===== src/design/tune_pkg.sv =====
package tune_pkg;

    // Register map, word aligned
    localparam logic [3:0] ADDR_CTRL   = 4'h0;
    localparam logic [3:0] ADDR_SHIFT  = 4'h4;
    localparam logic [3:0] ADDR_STATUS = 4'h8;

    localparam logic [4:0] TEMPO_SHIFT_RST = 5'd20; // 8 beats = 24'h800000
    localparam logic [2:0] PITCH_SHIFT_RST = 3'd0;

    typedef enum logic [1:0] {
        NOTE_D7,
        NOTE_E7,
        NOTE_F7,
        NOTE_A6
    } note_t;

    typedef enum logic [1:0] {
        IDLE,
        PLAY,   // Current note sounding
        GAP     // One silent cycle between notes
    } seq_state_t;

    localparam int MELODY_LEN = 8;

    localparam note_t MELODY_NOTE [MELODY_LEN] = '{
        NOTE_D7, NOTE_E7, NOTE_F7, NOTE_E7, NOTE_F7, NOTE_D7, NOTE_A6, NOTE_D7
    };

    localparam logic [3:0] MELODY_BEATS [MELODY_LEN] = '{
        4'd8, 4'd8, 4'd8, 4'd12, 4'd4, 4'd12, 4'd4, 4'd8
    };

    // Half-periods in 50 MHz clocks, in note_t order
    localparam logic [14:0] HALF_PERIOD [4] = '{15'd10642, 15'd9481, 15'd8949, 15'd14204};

    typedef struct packed {
        logic       start;       // One-cycle pulse
        logic       stop;        // One-cycle pulse
        logic [4:0] tempo_shift;
        logic [2:0] pitch_shift;
    } play_ctrl_t;

    typedef struct packed {
        logic       busy;
        logic [2:0] note_idx;
    } play_status_t;

    typedef struct packed {
        logic       load;        // First cycle of a note
        logic       sounding;
        note_t      note;
        logic [3:0] beats;
    } note_cmd_t;

endpackage


===== src/design/axil_tune_regs.sv =====
`timescale 1ns/1ps

module axil_tune_regs import tune_pkg::*; (
    input  logic         clk,
    input  logic         note_rst_n,
    // Write address and data
    input  logic [3:0]   awaddr,
    input  logic         awvalid,
    output logic         awready,
    input  logic [31:0]  wdata,
    input  logic         wvalid,
    output logic         wready,
    // Write response
    output logic [1:0]   bresp,
    output logic         bvalid,
    input  logic         bready,
    // Read address
    input  logic [3:0]   araddr,
    input  logic         arvalid,
    output logic         arready,
    // Read data
    output logic [31:0]  rdata,
    output logic [1:0]   rresp,
    output logic         rvalid,
    input  logic         rready,
    input  play_status_t status,
    output play_ctrl_t   ctrl
);

    logic       wr_hs;
    logic       rd_hs;
    logic       start_q;
    logic       stop_q;
    logic [4:0] tempo_shift_q;
    logic [2:0] pitch_shift_q;

    assign wr_hs = awvalid & awready & wvalid & wready;
    assign rd_hs = arvalid & arready;

    assign bresp = 2'b00; // Always OKAY
    assign rresp = 2'b00;

    // Write channel, address and data taken together
    always_ff @(posedge clk or negedge note_rst_n) begin
        if (!note_rst_n) begin
            awready <= 1'b0;
            wready  <= 1'b0;
            bvalid  <= 1'b0;
        end else begin
            if (wr_hs) begin
                awready <= 1'b0;
                wready  <= 1'b0;
                bvalid  <= 1'b1;
            end else if (awvalid && wvalid && !awready && !bvalid) begin
                awready <= 1'b1;
                wready  <= 1'b1;
            end
            if (bvalid && bready)
                bvalid <= 1'b0;
        end
    end

    // Register updates and control pulses
    always_ff @(posedge clk or negedge note_rst_n) begin
        if (!note_rst_n) begin
            start_q       <= 1'b0;
            stop_q        <= 1'b0;
            tempo_shift_q <= TEMPO_SHIFT_RST;
            pitch_shift_q <= PITCH_SHIFT_RST;
        end else begin
            start_q <= wr_hs && (awaddr == ADDR_CTRL) && wdata[0];
            stop_q  <= wr_hs && (awaddr == ADDR_CTRL) && wdata[1];
            if (wr_hs && (awaddr == ADDR_SHIFT)) begin
                tempo_shift_q <= wdata[4:0];
                pitch_shift_q <= wdata[10:8];
            end
        end
    end

    // Read channel, one response outstanding
    always_ff @(posedge clk or negedge note_rst_n) begin
        if (!note_rst_n) begin
            arready <= 1'b0;
            rvalid  <= 1'b0;
        end else begin
            if (rd_hs) begin
                arready <= 1'b0;
                rvalid  <= 1'b1;
            end else if (arvalid && !arready && !rvalid) begin
                arready <= 1'b1;
            end
            if (rvalid && rready)
                rvalid <= 1'b0;
        end
    end

    always_ff @(posedge clk) begin
        if (rd_hs) begin
            case (araddr)
                ADDR_SHIFT:  rdata <= {21'd0, pitch_shift_q, 3'd0, tempo_shift_q};
                ADDR_STATUS: rdata <= {25'd0, status.note_idx, 3'd0, status.busy};
                default:     rdata <= 32'd0; // CTRL and unmapped
            endcase
        end
    end

    assign ctrl.start       = start_q;
    assign ctrl.stop        = stop_q;
    assign ctrl.tempo_shift = tempo_shift_q;
    assign ctrl.pitch_shift = pitch_shift_q;

endmodule


===== src/design/tune_sequencer.sv =====
`timescale 1ns/1ps

module tune_sequencer import tune_pkg::*; (
    input  logic         clk,
    input  logic         note_rst_n,
    input  play_ctrl_t   ctrl,
    input  logic         dur_done,
    output note_cmd_t    cmd,
    output play_status_t status
);

    seq_state_t state;
    logic [2:0] idx;    // Position in the melody
    logic       load;

    // Walks the melody table, one PLAY and one GAP per note
    always_ff @(posedge clk or negedge note_rst_n) begin
        if (!note_rst_n) begin
            state <= IDLE;
            idx   <= 3'd0;
            load  <= 1'b0;
        end else begin
            load <= 1'b0;
            if (ctrl.stop) begin
                state <= IDLE;  // Abort from anywhere
            end else begin
                case (state)
                    IDLE: begin
                        if (ctrl.start) begin
                            state <= PLAY;
                            idx   <= 3'd0;
                            load  <= 1'b1;
                        end
                    end
                    PLAY: begin
                        if (dur_done)
                            state <= GAP;
                    end
                    GAP: begin
                        // Last note done, back to rest
                        if (idx == 3'(MELODY_LEN - 1)) begin
                            state <= IDLE;
                        end else begin
                            idx   <= idx + 3'd1;
                            state <= PLAY;
                            load  <= 1'b1;
                        end
                    end
                    default: state <= IDLE;
                endcase
            end
        end
    end

    // Note command to both timers
    assign cmd.load     = load;
    assign cmd.sounding = (state == PLAY);
    assign cmd.note     = MELODY_NOTE[idx];
    assign cmd.beats    = MELODY_BEATS[idx];

    assign status.busy     = (state != IDLE);
    assign status.note_idx = idx;

endmodule


===== src/design/dur_timer.sv =====
`timescale 1ns/1ps

module dur_timer import tune_pkg::*; (
    input  logic      clk,
    input  logic      note_rst_n,
    input  note_cmd_t cmd,
    input  logic [4:0] tempo_shift,
    output logic      dur_done
);

    logic [23:0] note_len;   // Note length in clocks
    logic [23:0] remain_cnt; // Cycles left after the current one

    assign note_len = 24'(cmd.beats) << tempo_shift;

    always_ff @(posedge clk or negedge note_rst_n) begin
        if (!note_rst_n) begin
            remain_cnt <= 24'd0;
        end else if (cmd.load) begin
            remain_cnt <= note_len - 24'd1; // Load cycle is the first one
        end else if (cmd.sounding && remain_cnt != 24'd0) begin
            remain_cnt <= remain_cnt - 24'd1;
        end
    end

    // High on the last sounding cycle only
    assign dur_done = cmd.sounding & ~cmd.load & (remain_cnt == 24'd1);

endmodule


===== src/design/note_tone_gen.sv =====
`timescale 1ns/1ps

module note_tone_gen import tune_pkg::*; (
    input  logic       clk,
    input  logic       note_rst_n,
    input  note_cmd_t  cmd,
    input  logic [2:0] pitch_shift,
    output logic       piezo,
    output logic       piezo_n
);

    logic [14:0] half_next;
    logic [14:0] half_q;    // Half-period of the note playing
    logic [14:0] period_cnt;
    logic        wave;

    // Each pitch_shift step is one octave up
    assign half_next = HALF_PERIOD[cmd.note] >> pitch_shift;

    always_ff @(posedge clk or negedge note_rst_n) begin
        if (!note_rst_n) begin
            half_q     <= 15'd0;
            period_cnt <= 15'd0;
            wave       <= 1'b0;
        end else if (cmd.load) begin
            half_q     <= half_next;
            period_cnt <= 15'd1; // Load cycle counts as zero
            wave       <= 1'b0;
        end else if (!cmd.sounding) begin
            period_cnt <= 15'd0;
            wave       <= 1'b0;
        end else if (period_cnt == half_q - 15'd1) begin
            period_cnt <= 15'd0;
            wave       <= ~wave;
        end else begin
            period_cnt <= period_cnt + 15'd1;
        end
    end

    // Rest levels whenever the note is not sounding
    assign piezo   = cmd.sounding & wave;
    assign piezo_n = ~piezo;

endmodule


===== src/design/tune_player.sv =====
`timescale 1ns/1ps

module tune_player import tune_pkg::*; (
    input  logic        clk,
    input  logic        note_rst_n,
    input  logic [3:0]  awaddr,
    input  logic        awvalid,
    output logic        awready,
    input  logic [31:0] wdata,
    input  logic        wvalid,
    output logic        wready,
    output logic [1:0]  bresp,
    output logic        bvalid,
    input  logic        bready,
    input  logic [3:0]  araddr,
    input  logic        arvalid,
    output logic        arready,
    output logic [31:0] rdata,
    output logic [1:0]  rresp,
    output logic        rvalid,
    input  logic        rready,
    output logic        piezo,
    output logic        piezo_n
);

    play_ctrl_t   ctrl;
    play_status_t status;
    note_cmd_t    cmd;
    logic         dur_done;

    axil_tune_regs regs_inst (
        .clk        (clk),
        .note_rst_n (note_rst_n),
        .awaddr     (awaddr),
        .awvalid    (awvalid),
        .awready    (awready),
        .wdata      (wdata),
        .wvalid     (wvalid),
        .wready     (wready),
        .bresp      (bresp),
        .bvalid     (bvalid),
        .bready     (bready),
        .araddr     (araddr),
        .arvalid    (arvalid),
        .arready    (arready),
        .rdata      (rdata),
        .rresp      (rresp),
        .rvalid     (rvalid),
        .rready     (rready),
        .status     (status),
        .ctrl       (ctrl)
    );

    tune_sequencer seq_inst (
        .clk        (clk),
        .note_rst_n (note_rst_n),
        .ctrl       (ctrl),
        .dur_done   (dur_done),
        .cmd        (cmd),
        .status     (status)
    );

    dur_timer dur_inst (
        .clk         (clk),
        .note_rst_n  (note_rst_n),
        .cmd         (cmd),
        .tempo_shift (ctrl.tempo_shift),
        .dur_done    (dur_done)
    );

    note_tone_gen tone_inst (
        .clk         (clk),
        .note_rst_n  (note_rst_n),
        .cmd         (cmd),
        .pitch_shift (ctrl.pitch_shift),
        .piezo       (piezo),
        .piezo_n     (piezo_n)
    );

endmodule


===== config.mk =====
export PLATFORM = sky130hd
export DESIGN_NAME = tune_player
export DESIGN_NICKNAME = d
export VERILOG_FILES = /design/src/design/tune_pkg.sv /design/src/design/axil_tune_regs.sv /design/src/design/tune_sequencer.sv /design/src/design/dur_timer.sv /design/src/design/note_tone_gen.sv /design/src/design/tune_player.sv
export SDC_FILE = /design/constraint.sdc
export NUM_CORES = 1
export LEC_CHECK = 0
export ABC_AREA = 1
export ABC_CLOCK_PERIOD_IN_PS = 3600
export BUFFER_PORTS_ARGS = -buffer_cell sky130_fd_sc_hd__buf_2
export CAP_MARGIN = 30
export CORE_ASPECT_RATIO = 0.8
export CORE_MARGIN = 3
export CORE_UTILIZATION = 50
export DETAILED_ROUTE_END_ITERATION = 10
export PLACE_DENSITY = 0.71
export REMOVE_ABC_BUFFERS = 1
export SLEW_MARGIN = 20
export SYNTH_ARGS = -nofsm -noshare
export SYNTH_HDL_FRONTEND = slang
export SYNTH_HIERARCHICAL = 1
export SYNTH_SLANG_ARGS = --single-unit

===== constraint.sdc =====
create_clock -name clk -period 3.6 [get_ports clk]
set_input_delay 0.18 -clock clk [delete_from_list [all_inputs] [get_ports clk]]
set_output_delay 0.18 -clock clk [all_outputs]
set_load 0.01 [all_outputs]

## After elaboration in Yosys (flattened, before gate mapping)

Memory sizes are Yosys's and may differ from the RTL's.
Index checks and enable logic that the tools add are counted.

- Register bits: 107
- Bits in latches: 0
- Memory bits (writable): 0
- Memory bits (read-only): 48
- Bits of input ports: 47
- Output and inout bits: 43
- Memories: 2

Memories:

| memory | depth | width | rd ports | clocked after Yosys merged registers in | write ports | RTL line | RTL |
|---|---|---|---|---|---|---|---|
| (no name shown) | 8 | 4 | 1 | 0 | 0 | tune_sequencer.sv:59 | `assign cmd.beats = MELODY_BEATS[idx];` |
| (no name shown) | 8 | 2 | 1 | 0 | 0 | tune_sequencer.sv:58 | `assign cmd.note = MELODY_NOTE[idx];` |

- Add/sub/neg operators: 5
- $mul: 0
- Div/mod/pow operators: 0
- $lt $le $gt $ge: 2
- Equality and inequality tests: 13
- Shift-type cells: 2
- Mux-type cells: 36
- Bitwise logic cells: 13
- Reductions and logical operators: 28

Operators with widths:

| kind | count |
|---|---|
| $mux W15 | 5 |
| $mux W24 | 2 |
| $sub A24 B1 Y24 const B | 2 |
| $bmux W15 S2 | 1 |
| $eq A24 B1 Y1 const B | 1 |
| $reduce_bool A24 Y1 | 1 |
| $shl A4 B5 Y24 | 1 |
| $pmux W11 S2 | 1 |
| $add A15 B1 Y15 const B | 1 |
| $eq A15 B15 Y1 | 1 |
| $mux W1 | 15 |
| $shr A15 B3 Y15 | 1 |
| $sub A15 B1 Y15 const B | 1 |
| $reduce_bool A2 Y1 | 7 |
| $logic_and A1 B1 Y1 | 12 |
| $mux W2 | 5 |
| $eq A4 B3 Y1 const B | 2 |
| $mux W4 | 2 |
| $and A1 B1 Y1 | 7 |
| $mux W3 | 2 |
| $ne A3 B3 Y1 const B | 2 |
| $pmux W2 S3 | 1 |
| $pmux W3 S2 | 1 |
| $eq A4 B4 Y1 const B | 1 |
| other kinds (17) | 24 |

## Depth between registers and ports, before layout

- Depth after elaboration: 9
- Mapped depth: 17
- Depth with buffers taken out: 17

## Hierarchy

The synthesis kept the hierarchy.

By module, submodules not included:

| module | times used | cells each | area an instance (um^2) |
|---|---|---|---|
| dur_timer | 1 | 451 | 2831.5 |
| note_tone_gen | 1 | 308 | 2163.3 |
| axil_tune_regs | 1 | 137 | 1238.7 |
| tune_sequencer | 1 | 51 | 404.1 |

## Worst setup path after synthesis

No wires, ideal clock.

- Kind: register -> register
- Start point: register seq_inst.idx[0]
- End point: register dur_inst.remain_cnt[13]
- Library setup time: 0.120 ns
- Arrival time: 1.874 ns
- Required time: 3.480 ns
- Path slack: 1.606 ns
- Cell stages (with the launch flop): 16
- Cells stage by stage: dfrtp_1 > ha_1 > a21oi_1 > nand2_1 > nand2_1 > nand3_2 > nand2_4 > nand2_1 > nand2_2 > nor2_4 > nand2_4 > nor2_4 > nand2_1 > nand3_1 > o211ai_1 > inv_1

RTL lines:

| what | RTL line | RTL |
|---|---|---|
| start, declared | tune_sequencer.sv:13 | `logic [2:0] idx;` |
| start signal, assigned | tune_sequencer.sv:44 | `idx <= idx + 3'd1;` |
| end signal, assigned | dur_timer.sv:20 | `remain_cnt <= note_len - 24'd1;` |
| end signal, assigned | dur_timer.sv:22 | `remain_cnt <= remain_cnt - 24'd1;` |
| end, declared | dur_timer.sv:12 | `logic [23:0] remain_cnt;` |

==> metrics.md <==
| Metric | Value |
|---|---|
| Final-report hold violation count | `0` |
| Width of the die | `between 100 and 150 microns` |
| Io pins | `90` |
| Worst vdd ir | `0.2852 mV` |
| Synth Warn # | `6` |
| Router iterations before antenna repair | `6` |
| Fin crit share | `68.84%` |
| Reg clk slew, reported paths | `about 0.07 ns` |
| Post-DP HPWL | `11.64 mm` |
| First-pass GRT wire length | `26.40 mm` |
| R2r startpoint | `seq_inst/idx[1]$_DFFE_PN0P_` |
| Sinks on Clock Net | `84` |
| # DRC | `0` |
| Skew final | `0.006998 ns` |
| Fin nets | `1040` |
| Syn avg cell area | `7.009 sq um` |
| FMAX | `between 0.4 and 0.5 GHz` |
| Antenna Nets Post-Route | `0` |
| Die area | `14700 sq um` |
| Worst R2R End | `dur_inst/remain_cnt[13]$_DFFE_PN0P_` |
| Post-route minimum period | `2.478 ns` |
| Synth Cell Area | `6638 sq um` |
| Leak | `3.471 nW` |
| Die Height | `109.1 microns` |
| Hold endpoint | `regs_inst/tempo_shift_q[4]$_DFFE_PN1P_` |
| Sum Neg Setup Slack | `0 ns` |
| Layout cells sized above 1 | `13.81%` |
| Resized Gates After CTS | `0` |
| FF-to-FF setup slack | `between 1 and 1.5 ns` |
| Crit path DAT | `2.71 ns` |
| Row count | `36` |
| Critical Path Fanout Max | `7` |
| Hold path start | `wdata[4]` |
| GRT Total Usage | `22.31%` |
| Cells after Synth | `947` |
| Antenna Diode Count | `0` |
| Seq/Total Area, Yosys | `32.46%` |
| Power Density | `570.4 nW/um^2` |
| Final setup violation count | `0` |
| Initial Utilization | `52.82%` |
| Post-CTS Setup Repair Bufs | `0` |
| Clk root buf | `clkbuf_16` |
| Ys async rst share | `88.10%` |
| DRT Wirelength | `15.53 mm` |
| Worst min-delay path category | `input pin to flop` |
| Vias in the first global route | `5435` |
| Status | `finished, final reports clean` |
| Crit end category | `flop` |
| GPL Wtd Cong | `approximately 0.96` |
| Vias per inst | `5.214` |
| CTS tree | `done` |
| Worst-Skew Late Latency | `0.34 ns` |
| Avg WL per Cell | `13.44 microns` |
| CTS buffer count | `9` |
| H-tree depth | `3` |
| Power share of the clock group | `20.8%` |
| Internal power | `2.258 mW` |
| Via count | `6027` |
| Final Power | `4.068 mW` |
| Initial antenna violation count | `0` |
| Switch Pwr | `approximately 1.8 mW` |
| Core area | `12570 sq um` |
| Max clock buf depth | `2` |
| Slew Limit Fails | `0` |
| Relative slew slack | `45.83%` |
| Worst-Margin Slew | `0.8096 ns` |
| Flop pwr share | `about a third` |
| Seq cells post-synth | `84` |
| Cells on worst reg2reg path | `16` |
| Hold path depth | `3` |
| Crit Path Class | `flop to flop` |
| Max Cap Violations | `0` |
| Top_reg_cell synth | `dfrtp_1` |
| Startpoint class of the critical path | `flop` |
| Pin count of the biggest net entering global routing | `75` |
| Yosys cell types | `46` |
| Remaining Overflow, GRT | `0` |
| Initial drt markers | `507` |
| Combinational share of power | `45.1%` |
| Port bufs | `39` |
| Non-Filler Cell Area, Final | `7133 sq um` |
| RSZ-0062 raised after global routing | `no` |
| Net Sw Frac | `44.49%` |
| Required time worst endpoint | `3.83 ns` |
| Post-synth EDFFs | `10` |
| Area grow syn2layout | `7.465%` |
| Placed Area | `6807 sq um` |
[power groups by stage]
stage,sequential [mW],clock [mW],combinational [mW]
after detailed placement,1.40,0,1.79
final,1.39,0.846,1.83
after global placement,1.40,0,1.76
after global routing,1.42,0.914,2.09
after floorplan,1.37,0,1.39
after CTS,1.39,0.875,1.80
[state kept, by name, indices dropped and copies added (netlist names), 2 cells and up]
| register | cells |
|---|---|
| dur_inst/remain_cnt | 24 |
| regs_inst/pitch_shift_q | 3 |
| regs_inst/rdata | 10 |
| regs_inst/tempo_shift_q | 5 |
| seq_inst/idx | 3 |
| seq_inst/state | 2 |
| tone_inst/half_q | 14 |
| tone_inst/period_cnt | 15 |
[cell type report]
cell class	instances	area (sq um)
repair buffers	46	277.8
flip-flops and latches	84	2155
inverters	118	445.4
clock inverters	7	43.79
well taps	171	214.0
clock buffers	9	225.2
fillers	1231	5434
multi-input cells	721	3772
[Yosys cell counts, drive strengths merged (10+ instances only)]
master / count / area [sq um]
nand2: 242 / 1003
nor2: 148 / 650.6
inv: 116 / 437.9
nand3: 91 / 545.5
dfrtp: 72 / 1802
o21ai: 62 / 314.0
buf: 44 / 340.3
nand4: 25 / 162.6
a21oi: 23 / 122.6
xor2: 21 / 183.9
xnor2: 18 / 157.7
ha: 13 / 162.7
edfxtp: 10 / 300.3
[worst max-delay path by stage]
stage	from	to	slack, ns	cells past startpoint
final	seq_inst/idx[1]$_DFFE_PN0P_	dur_inst/remain_cnt[13]$_DFFE_PN0P_	1.12	16
after global routing	seq_inst/idx[1]$_DFFE_PN0P_	dur_inst/remain_cnt[13]$_DFFE_PN0P_	0.94	16
after CTS	seq_inst/idx[1]$_DFFE_PN0P_	dur_inst/remain_cnt[13]$_DFFE_PN0P_	1.17	16
after detailed placement	seq_inst/idx[1]$_DFFE_PN0P_	dur_inst/remain_cnt[13]$_DFFE_PN0P_	1.19	16
after global placement	seq_inst/idx[1]$_DFFE_PN0P_	dur_inst/remain_cnt[13]$_DFFE_PN0P_	1.14	16
after floorplan	seq_inst/load$_DFF_PN0_	dur_inst/remain_cnt[9]$_DFFE_PN0P_	1.34	5
[through the flow]
step                instances  hold WS, ns  setup WS [ns]  utilization, %
global route             1156      0.06763         0.9355           56.76
finish                   1156      0.05530          1.122           56.76
global placement         1135       0.3463          1.136           54.10
CTS                      1154      0.02228          1.167           56.46
detailed placement       1136       0.3552          1.186           54.16
floorplan                 923      -0.1156          1.337               -
[metal layers]
layer	track usage (%)	vias up	wire length (microns)
met2	30.91	219	6238
met3	5.258	8	1213
li1	-	3083	-
met4	4.651	0	93
met5	0	-	0
met1	34.99	2717	7989
[placed cells by master, fill, tap and decap left out, drive strengths merged, types with 9 or more instances in the layout]
cell type | Yosys | routed
edfxtp | 10 | 10
clkbuf | 6 | 9
buf | 44 | 43
nor2 | 148 | 148
xor2 | 21 | 21
nand3 | 91 | 91
nand2 | 242 | 242
ha | 13 | 13
inv | 116 | 116
a21oi | 23 | 23
xnor2 | 18 | 18
o21ai | 62 | 62
dfrtp | 72 | 72
conb | 2 | 28
nand4 | 25 | 25
[critical path: stages, from the launching register on]
cell	delay, ns
dfrtp_1	0.43
ha_1	0.21
nor2_1	0.05
a21oi_1	0.27
nand2_1	0.15
nand2_1	0.15
nand3_2	0.10
nand2_4	0.13
nand2_1	0.11
nand2_2	0.12
nor2_4	0.04
nand2_4	0.11
nor2_4	0.07
nand2_1	0.05
nand3_1	0.16
o211ai_1	0.14
inv_1	0.05
[logic make-up (layout without fill, tap and decap cells)]
logic type                 count (synthesis)  in the layout  share of synthesized area (%)
AOI/OAI and AO/OA                        117            117                          10.31
xor gates and xnor gates                  39             39                          5.146
adders and majority gates                 13             13                          2.451
buffers and inverters                    168            180                          12.18
DFF                                       84             84                          32.46
muxes                                      1              1                         0.1508
other                                      2             28                         0.1131
and+or+nand+nor                          523            523                          37.19
[what timing repair did]
action,CTS,global route
hold endpoints to repair,2,23
setup endpoints to repair,0,0
hold buffers,2,1
No activity file was read; power rests on OpenSTA's default activity.
